**src/verilog/isr_dma_config.svh**
```systemverilog
`ifndef ISR_DMA_CONFIG_SVH
`define ISR_DMA_CONFIG_SVH

// ------------------------------------------------
// Region side
// ------------------------------------------------

// Requesting regions, one TLB miss handler each
`define ISR_N_REGIONS 4
`define ISR_N_REGIONS_BITS 2
`define ISR_PID_BITS 6

// ------------------------------------------------
// Transfer side
// ------------------------------------------------

`define ISR_PADDR_BITS 48
`define ISR_LEN_BITS 28
// Completion tags in flight per direction
`define ISR_N_OUTSTANDING 4

`endif

```
**src/verilog/dma_req_pkg.sv**
```systemverilog
`default_nettype none

`include "isr_dma_config.svh"

package dma_req_pkg;

  // Transfer direction
  // Picks the engine whose done closes a move
  typedef enum logic {
    dma_rd,
    dma_wr
  } dma_dir_t;

  // One request towards a single engine
  typedef struct packed {
    logic [`ISR_PADDR_BITS-1:0] paddr;
    logic [`ISR_LEN_BITS-1:0]   len;
    // Completion wanted
    logic                       ctl;
  } dma_req_t;

  // Engine answer, one pulse per ctl request
  typedef struct packed {
    logic done;
  } dma_rsp_t;

endpackage

`default_nettype wire

```
**src/verilog/isr_req_pkg.sv**
```systemverilog
`default_nettype none

`include "isr_dma_config.svh"

package isr_req_pkg;

  // ISR page move as raised by a region
  typedef struct packed {
    logic [`ISR_PADDR_BITS-1:0] paddr_host;
    logic [`ISR_PADDR_BITS-1:0] paddr_card;
    logic [`ISR_LEN_BITS-1:0]   len;
    // Region wants a done back
    logic                       ctl;
    logic [`ISR_PID_BITS-1:0]   pid;
  } isr_req_t;

  // Done pulse back to the region
  typedef struct packed {
    logic                     done;
    logic [`ISR_PID_BITS-1:0] pid;
  } isr_rsp_t;

  // Completion queue entry
  // Who gets the done once the engine finishes
  typedef struct packed {
    logic [`ISR_N_REGIONS_BITS-1:0] region;
    logic [`ISR_PID_BITS-1:0]       pid;
  } isr_tag_t;

endpackage

`default_nettype wire

```
**src/verilog/isr_done_queue.sv**
```systemverilog
`timescale 1ns/10ps
`default_nettype none

`include "isr_dma_config.svh"

module isr_done_queue
  import isr_req_pkg::*;
(
  input  logic     aclk,
  input  logic     aresetn,
  input  logic     push_valid,
  output logic     push_ready,
  input  isr_tag_t push_tag,
  input  logic     pop,
  output isr_tag_t head_tag
);

  localparam int DEPTH    = `ISR_N_OUTSTANDING;
  localparam int PTR_BITS = (DEPTH > 1) ? $clog2(DEPTH) : 1;
  localparam int CNT_BITS = $clog2(DEPTH + 1);

  isr_tag_t            mem [DEPTH];
  logic [PTR_BITS-1:0] wr_ptr;
  logic [PTR_BITS-1:0] rd_ptr;
  logic [CNT_BITS-1:0] count;
  logic                do_push;
  logic                do_pop;

  // Pointer step with wrap, depth need not be a power of two
  function automatic logic [PTR_BITS-1:0] ptr_next(input logic [PTR_BITS-1:0] p);
    if (p == PTR_BITS'(DEPTH - 1)) begin
      return '0;
    end
    return p + 1'b1;
  endfunction

  // ------------------------------------------------
  // Handshake
  // ------------------------------------------------

  // Full blocks the arbiter from issuing
  assign push_ready = (count != CNT_BITS'(DEPTH));
  assign do_push    = push_valid & push_ready;
  // Pop on empty is dropped
  assign do_pop     = pop & (count != '0);

  // Head read straight from storage, same cycle as done
  assign head_tag = mem[rd_ptr];

  // ------------------------------------------------
  // Storage and pointers
  // ------------------------------------------------

  always_ff @(posedge aclk) begin
    if (do_push) begin
      mem[wr_ptr] <= push_tag;
    end
  end

  always_ff @(posedge aclk) begin
    if (!aresetn) begin
      wr_ptr <= '0;
      rd_ptr <= '0;
      count  <= '0;
    end else begin
      if (do_push) begin
        wr_ptr <= ptr_next(wr_ptr);
      end
      if (do_pop) begin
        rd_ptr <= ptr_next(rd_ptr);
      end
      // Simultaneous push and pop keeps the count
      case ({do_push, do_pop})
        2'b10:   count <= count + 1'b1;
        2'b01:   count <= count - 1'b1;
        default: count <= count;
      endcase
    end
  end

endmodule

`default_nettype wire

```
**src/verilog/isr_rr_arbiter.sv**
```systemverilog
`timescale 1ns/10ps
`default_nettype none

`include "isr_dma_config.svh"

module isr_rr_arbiter
  import dma_req_pkg::*;
  import isr_req_pkg::*;
#(
  parameter dma_dir_t DIR = dma_rd
) (
  input  logic                              aclk,
  input  logic                              aresetn,
  // Regions
  input  logic     [`ISR_N_REGIONS-1:0]     region_valid,
  output logic     [`ISR_N_REGIONS-1:0]     region_ready,
  input  isr_req_t [`ISR_N_REGIONS-1:0]     region_req,
  output isr_rsp_t [`ISR_N_REGIONS-1:0]     region_rsp,
  // Engines
  output logic                              host_valid,
  output logic                              card_valid,
  input  logic                              host_ready,
  input  logic                              card_ready,
  output dma_req_t                          host_req,
  output dma_req_t                          card_req,
  input  dma_rsp_t                          host_rsp,
  input  dma_rsp_t                          card_rsp
);

  localparam int N  = `ISR_N_REGIONS;
  localparam int NB = `ISR_N_REGIONS_BITS;

  logic [NB-1:0] rr_ptr;
  logic [NB-1:0] grant;
  logic          grant_found;
  isr_req_t      grant_req;
  logic          engines_ready;
  logic          queue_ready;
  logic          issue;
  logic          done_sel;
  isr_tag_t      push_tag;
  isr_tag_t      head_tag;

  // ------------------------------------------------
  // Grant search
  // ------------------------------------------------

  // First valid region upward from the pointer, wrapping
  always_comb begin
    int idx;
    grant_found = 1'b0;
    grant       = '0;
    for (int i = 0; i < N; i++) begin
      idx = int'(rr_ptr) + i;
      if (idx >= N) begin
        idx = idx - N;
      end
      if (!grant_found && region_valid[idx]) begin
        grant_found = 1'b1;
        grant       = NB'(idx);
      end
    end
  end

  assign grant_req = region_req[grant];

  // Both engines take the request together, or neither does
  assign engines_ready = host_ready & card_ready;
  // Queue space needed even for non-ctl moves
  assign issue = grant_found & engines_ready & queue_ready;

  always_comb begin
    region_ready        = '0;
    region_ready[grant] = issue;
  end

  // ------------------------------------------------
  // Engine split
  // ------------------------------------------------

  assign host_valid = issue;
  assign card_valid = issue;

  // Own address per side, shared len and ctl
  assign host_req = '{paddr: grant_req.paddr_host, len: grant_req.len, ctl: grant_req.ctl};
  assign card_req = '{paddr: grant_req.paddr_card, len: grant_req.len, ctl: grant_req.ctl};

  // Pointer steps once per issue, whoever was granted
  always_ff @(posedge aclk) begin
    if (!aresetn) begin
      rr_ptr <= '0;
    end else if (issue) begin
      if (rr_ptr == NB'(N - 1)) begin
        rr_ptr <= '0;
      end else begin
        rr_ptr <= rr_ptr + 1'b1;
      end
    end
  end

  // ------------------------------------------------
  // Completion
  // ------------------------------------------------

  // Engine finishing last closes the move
  generate
    if (DIR == dma_rd) begin : g_rd_done
      // Read lands on the card
      assign done_sel = card_rsp.done;
    end else begin : g_wr_done
      // Write lands on the host
      assign done_sel = host_rsp.done;
    end
  endgenerate

  // Only ctl moves leave a tag behind
  assign push_tag = '{region: grant, pid: grant_req.pid};

  isr_done_queue i_done_queue (
    .aclk       (aclk),
    .aresetn    (aresetn),
    .push_valid (issue & grant_req.ctl),
    .push_ready (queue_ready),
    .push_tag   (push_tag),
    .pop        (done_sel),
    .head_tag   (head_tag)
  );

  // Head tag picks the region, done pulse passes straight through
  always_comb begin
    region_rsp = '0;
    for (int r = 0; r < N; r++) begin
      if (done_sel && (head_tag.region == NB'(r))) begin
        region_rsp[r].done = 1'b1;
        region_rsp[r].pid  = head_tag.pid;
      end
    end
  end

endmodule

`default_nettype wire

```
**src/verilog/isr_dma_top.sv**
```systemverilog
`timescale 1ns/10ps
`default_nettype none

`include "isr_dma_config.svh"

module isr_dma_top
  import dma_req_pkg::*;
  import isr_req_pkg::*;
(
  input  logic                          aclk,
  input  logic                          aresetn,
  // Read regions
  input  logic     [`ISR_N_REGIONS-1:0] rd_region_valid,
  output logic     [`ISR_N_REGIONS-1:0] rd_region_ready,
  input  isr_req_t [`ISR_N_REGIONS-1:0] rd_region_req,
  output isr_rsp_t [`ISR_N_REGIONS-1:0] rd_region_rsp,
  // Write regions
  input  logic     [`ISR_N_REGIONS-1:0] wr_region_valid,
  output logic     [`ISR_N_REGIONS-1:0] wr_region_ready,
  input  isr_req_t [`ISR_N_REGIONS-1:0] wr_region_req,
  output isr_rsp_t [`ISR_N_REGIONS-1:0] wr_region_rsp,
  // Read engines
  output logic                          rd_host_valid,
  input  logic                          rd_host_ready,
  output dma_req_t                      rd_host_req,
  input  dma_rsp_t                      rd_host_rsp,
  output logic                          rd_card_valid,
  input  logic                          rd_card_ready,
  output dma_req_t                      rd_card_req,
  input  dma_rsp_t                      rd_card_rsp,
  // Write engines
  output logic                          wr_host_valid,
  input  logic                          wr_host_ready,
  output dma_req_t                      wr_host_req,
  input  dma_rsp_t                      wr_host_rsp,
  output logic                          wr_card_valid,
  input  logic                          wr_card_ready,
  output dma_req_t                      wr_card_req,
  input  dma_rsp_t                      wr_card_rsp
);

  // ------------------------------------------------
  // Read path, card done closes
  // ------------------------------------------------

  isr_rr_arbiter #(
    .DIR (dma_rd)
  ) i_rd_arb (
    .aclk         (aclk),
    .aresetn      (aresetn),
    .region_valid (rd_region_valid),
    .region_ready (rd_region_ready),
    .region_req   (rd_region_req),
    .region_rsp   (rd_region_rsp),
    .host_valid   (rd_host_valid),
    .card_valid   (rd_card_valid),
    .host_ready   (rd_host_ready),
    .card_ready   (rd_card_ready),
    .host_req     (rd_host_req),
    .card_req     (rd_card_req),
    .host_rsp     (rd_host_rsp),
    .card_rsp     (rd_card_rsp)
  );

  // ------------------------------------------------
  // Write path, host done closes
  // ------------------------------------------------

  isr_rr_arbiter #(
    .DIR (dma_wr)
  ) i_wr_arb (
    .aclk         (aclk),
    .aresetn      (aresetn),
    .region_valid (wr_region_valid),
    .region_ready (wr_region_ready),
    .region_req   (wr_region_req),
    .region_rsp   (wr_region_rsp),
    .host_valid   (wr_host_valid),
    .card_valid   (wr_card_valid),
    .host_ready   (wr_host_ready),
    .card_ready   (wr_card_ready),
    .host_req     (wr_host_req),
    .card_req     (wr_card_req),
    .host_rsp     (wr_host_rsp),
    .card_rsp     (wr_card_rsp)
  );

endmodule

`default_nettype wire

```
**config.mk**
```make
export PLATFORM = sky130hd
export DESIGN_NAME = isr_dma_top
export DESIGN_NICKNAME = d
export VERILOG_FILES = /design/src/verilog/dma_req_pkg.sv /design/src/verilog/isr_req_pkg.sv /design/src/verilog/isr_done_queue.sv /design/src/verilog/isr_rr_arbiter.sv /design/src/verilog/isr_dma_top.sv
export VERILOG_INCLUDE_DIRS = /design/src /design/src/verilog
export SDC_FILE = /design/constraint.sdc
export NUM_CORES = 1
export LEC_CHECK = 0
export BUFFER_PORTS_ARGS = -buffer_cell sky130_fd_sc_hd__buf_2
export CAP_MARGIN = 20
export CORE_AREA = 8 8 555 557
export CTS_BUF_LIST = sky130_fd_sc_hd__clkbuf_4 sky130_fd_sc_hd__clkbuf_8 sky130_fd_sc_hd__clkbuf_16
export DETAILED_ROUTE_END_ITERATION = 12
export DIE_AREA = 0 0 563 565
export GPL_TIMING_DRIVEN = 1
export HOLD_SLACK_MARGIN = 0.03
export PLACE_DENSITY = 0.3
export SLEW_MARGIN = 20
export SYNTH_ARGS = -nofsm -noshare
export SYNTH_HDL_FRONTEND = slang
export SYNTH_SLANG_ARGS = --single-unit
```
**constraint.sdc**
```tcl
create_clock -name aclk -period 3.7 [get_ports aclk]
set_input_delay 0.555 -clock aclk [delete_from_list [all_inputs] [get_ports aclk]]
set_output_delay 0.555 -clock aclk [all_outputs]
set_load 0.03 [all_outputs]
```
==> run summary <==
Number of I/O port buffers: 1439
Max-cap violation count: 0
Min-Delay Endpoint: i_rd_arb.i_done_queue.wr_ptr[0]
CP cell instances: ha_4 -> buf_4 -> mux4_2 -> nor3_4 -> nand3_2 -> o31ai_4 -> buf_12 -> buf_16 -> buf_16 -> and2_4 -> a211oi_1 -> buf_4 -> a31oi_4 -> buf_6 -> buf_12
Cell row count: 201
Yosys cell types: 57
Worst Min Path Start: i_rd_arb.i_done_queue.wr_ptr[0]
Routed via count: 24200
Final core occ: 11.3%
Vias in the first global route: 23900
Clock skew: 0.0158 ns
Worst-path maximum fanout: 14
Mapped Nets: 3261
Worst Hold Class: reg -> reg
Initial antenna violation count: 201
Count of pins over their slew limit: 0
Detailed placer's ending HPWL: 190000 µm
Nets: 4669
Post-synth design cell area: 15100 µm²
Die Ht: 565 µm
Global-route wire length before repair: 260000 µm
Post-synth EDFFs: 64
Leak Pwr: 13.9 nW
CTS tree: done
Remaining global-route overflow: 0
Core region area: 299000 µm²
Initial Util: 5.07%
Largest net degree at the start of global routing: 46
Post-layout min period: 4.03 ns
DR iter-0 viols: 2255
Register area share after synthesis: 15.6%
Post-Route WL: 216000 µm
# clock sinks: 86
Final ANT Viol Nets: 0
Worst-Skew Late Latency: 0.37 ns
RSZ-0062 raised after global routing: true
Status: finished, violations left
Worst EP arrival: 3.47 ns
Async set-reset flop share out of synthesis: 0%
Setup crit start kind: flop
Worst hold path cell count: 2
DR pass1 iterations: 5
Violated checks: setup timing
Cell taking the most area after synthesis: buf_4
Die W: 563 µm
Worst reg-to-reg setup slack: -0.03 ns
Gr usage total: 12.4%
Mapped Cells: 2179
Endpoints failing setup: 313
CTS Buffer Depth: 2
TNS Setup: -53.92 ns
CP peak stage delay: 0.36 ns
Worst rel slew slack: 43.8%
Die ar.: 318000 µm²
GPL Wtd Cong: 1.00
Post-Syn Area per Cell: 6.95 µm²
Fin crit share: 109%
Worst-path clk slew: 0.07 ns
H-tree depth: 3
Final Hold Violating Endpoints: 0
Share of the synthesized area in the top cell type: 16.3%
Nature of the critical path endpoint: output pin
Vias per inst: 3.17
Reg2Reg Launch Point: i_rd_arb.rr_ptr[0]
# DRC: 0
Peak supply drop: 0.000275 V
Synthesized flop and latch total: 86
Worst setup margin: -0.328 ns
Worst EP required: 3.14 ns
Crit Reg-Reg Endpoint: i_rd_arb.i_done_queue.count[2]
Slew @ Worst Pin: 0.835 ns
Most common cell in the netlist: nand2_1
Synthesis warning total: 0
Crit path kind: reg -> out
Per-cell routed wire length: 28.3 µm
Share of layout cells above drive strength 1: 63.6%
Post-synth top flop: edfxtp_1
Pwr Density: 521 nW/µm²
CTS Buf Count: 9
Max Clk Rate: 248 MHz
I/O pin count: 1442
Area growth, synth to finish: 122%
CTS Root Cell: clkbuf_16
Post-synth top cells: 549 x nand2_1, 329 x buf_4, 260 x a211oi_1, 260 x a31oi_1, 215 x and2_1
Slowest cell on crit path: dfxtp_4
Largest cells by area after synthesis: buf_4 16%, nand2_1 14%, a211oi_1 13%
Worst Reg-to-Reg Cells: 15
[critical path: cells and delay by family, from the launching register on]
kind / cells / cell delay [ns]
AND/OR/NAND/NOR: 3 / 0.49
multiplexers: 1 / 0.35
adder cells (fa/ha/maj): 1 / 0.31
AO/OA/AOI/OAI: 3 / 0.40
buffers and inverters: 7 / 1.09
flip-flops: 1 / 0.36
[flip-flops by register name (all words and copies together) (netlist names), named ones only]
register / count
i_rd_arb.i_done_queue.count: 3
i_rd_arb.i_done_queue.mem: 32
i_rd_arb.i_done_queue.rd_ptr: 2
i_rd_arb.i_done_queue.wr_ptr: 2
i_rd_arb.rr_ptr: 2
i_wr_arb.i_done_queue.count: 3
i_wr_arb.i_done_queue.mem: 32
i_wr_arb.i_done_queue.rd_ptr: 2
i_wr_arb.i_done_queue.wr_ptr: 2
i_wr_arb.rr_ptr: 2
[power breakdown]
| group | leakage, nW | switching [W] | internal [W] | total [W] |
|---|---|---|---|---|
| combinational | 13.0 | 0.00899 | 0.00629 | 0.0153 |
| sequential | 0.761 | 0.0000752 | 0.00116 | 0.00124 |
| clock | 0.151 | 0.000440 | 0.000564 | 0.00100 |
| total | 13.9 | 0.00950 | 0.00802 | 0.0175 |
[repair_timing]
action                                  CTS  global route
gates resized for setup                 493           486
cloned                                   21            17
hold buffers                              0             0
pin swaps                                46            45
endpoints found under the setup margin  313           345
buffers inserted                         73            36
[per-stage QoR]
stage          std cells  power (W)  cell area, µm²  hold WS [ns]  setup WS (ns)
6_report            7621     0.0175           33600         0.510         -0.328
5_1_grt             7590     0.0183           33600         0.544         -0.409
4_1_cts             7509     0.0164           31100         0.515         -0.447
3_5_place_dp        7408     0.0133           27500         0.502         -0.587
3_3_place_gp        7408     0.0134           27500         0.490         -0.575
2_1_floorplan       2179    0.00851           15100         0.468          0.229
[how the worst max path moves through the flow]
stage | start | end | slack, ns | depth (start not counted)
finish | i_wr_arb.rr_ptr[0] | wr_host_req[26] | -0.33 | 15
global route | i_rd_arb.rr_ptr[0] | rd_host_req[57] | -0.41 | 15
CTS | i_rd_arb.rr_ptr[0] | rd_card_req[21] | -0.45 | 13
detailed placement | rd_region_valid[3] | rd_card_req[33] | -0.59 | 13
global placement | rd_region_valid[3] | rd_card_req[33] | -0.57 | 13
floorplan | i_rd_arb.rr_ptr[0] | i_rd_arb.i_done_queue.count[2] | 0.23 | 13
[layout by cell type, fill, tap and decap left out, types with 7 or more instances in the layout]
cell type | netlist | final
a21oi_1 | 7 | 7
dfxtp_1 | 22 | 18
nand2_1 | 549 | 526
buf_16 | 0 | 25
diode_2 | 0 | 71
a31oi_2 | 0 | 43
a211oi_1 | 260 | 120
edfxtp_1 | 64 | 64
inv_1 | 19 | 19
mux2i_1 | 16 | 16
mux4_2 | 21 | 22
and2_1 | 215 | 174
buf_2 | 92 | 1219
buf_6 | 11 | 158
clkbuf_16 | 0 | 26
nor2_1 | 18 | 17
nand3_1 | 9 | 8
a31oi_4 | 0 | 55
o21ai_0 | 13 | 11
a211oi_2 | 0 | 99
clkbuf_4 | 0 | 27
a211oi_4 | 1 | 42
buf_8 | 0 | 22
nor2b_1 | 21 | 19
ha_1 | 14 | 12
buf_4 | 329 | 346
buf_12 | 0 | 83
and2_0 | 89 | 75
nand2_2 | 0 | 20
and2_4 | 0 | 52
a31oi_1 | 260 | 162
[layer usage]
layer / track usage, % / wire length, µm / up-vias / share of wire [%]
met1: 13.6 / 77200 / 11700 / 36
met5: 0 / 379 / - / 0.18
li1: - / - / 10200 / -
met2: 22.8 / 109000 / 1698 / 50
met3: 3.96 / 20100 / 440 / 9.3
met4: 3.15 / 9250 / 64 / 4.3
[kinds of logic after synthesis]
family          Yosys count  synth area share [%]
buf+inv                 527                  22.6
fa+ha+maj                16                  1.42
flops                    86                  15.6
xor+xnor                  4                 0.232
simple gates            932                  29.2
compound gates          573                  26.4
mux                      41                  4.58
[cell type report]
type,instances,area (µm²)
antenna,71,178
clock buffer,12,254
clock inverter,4,55.1
fill,35100,265000
inverter,22,115
multi-input combinational,1566,11800
sequential,86,2370
tap,3958,4950
timing repair buffer,1900,13900
timing repair inverter,2,17.5
Power figures use the tool's default switching activity.
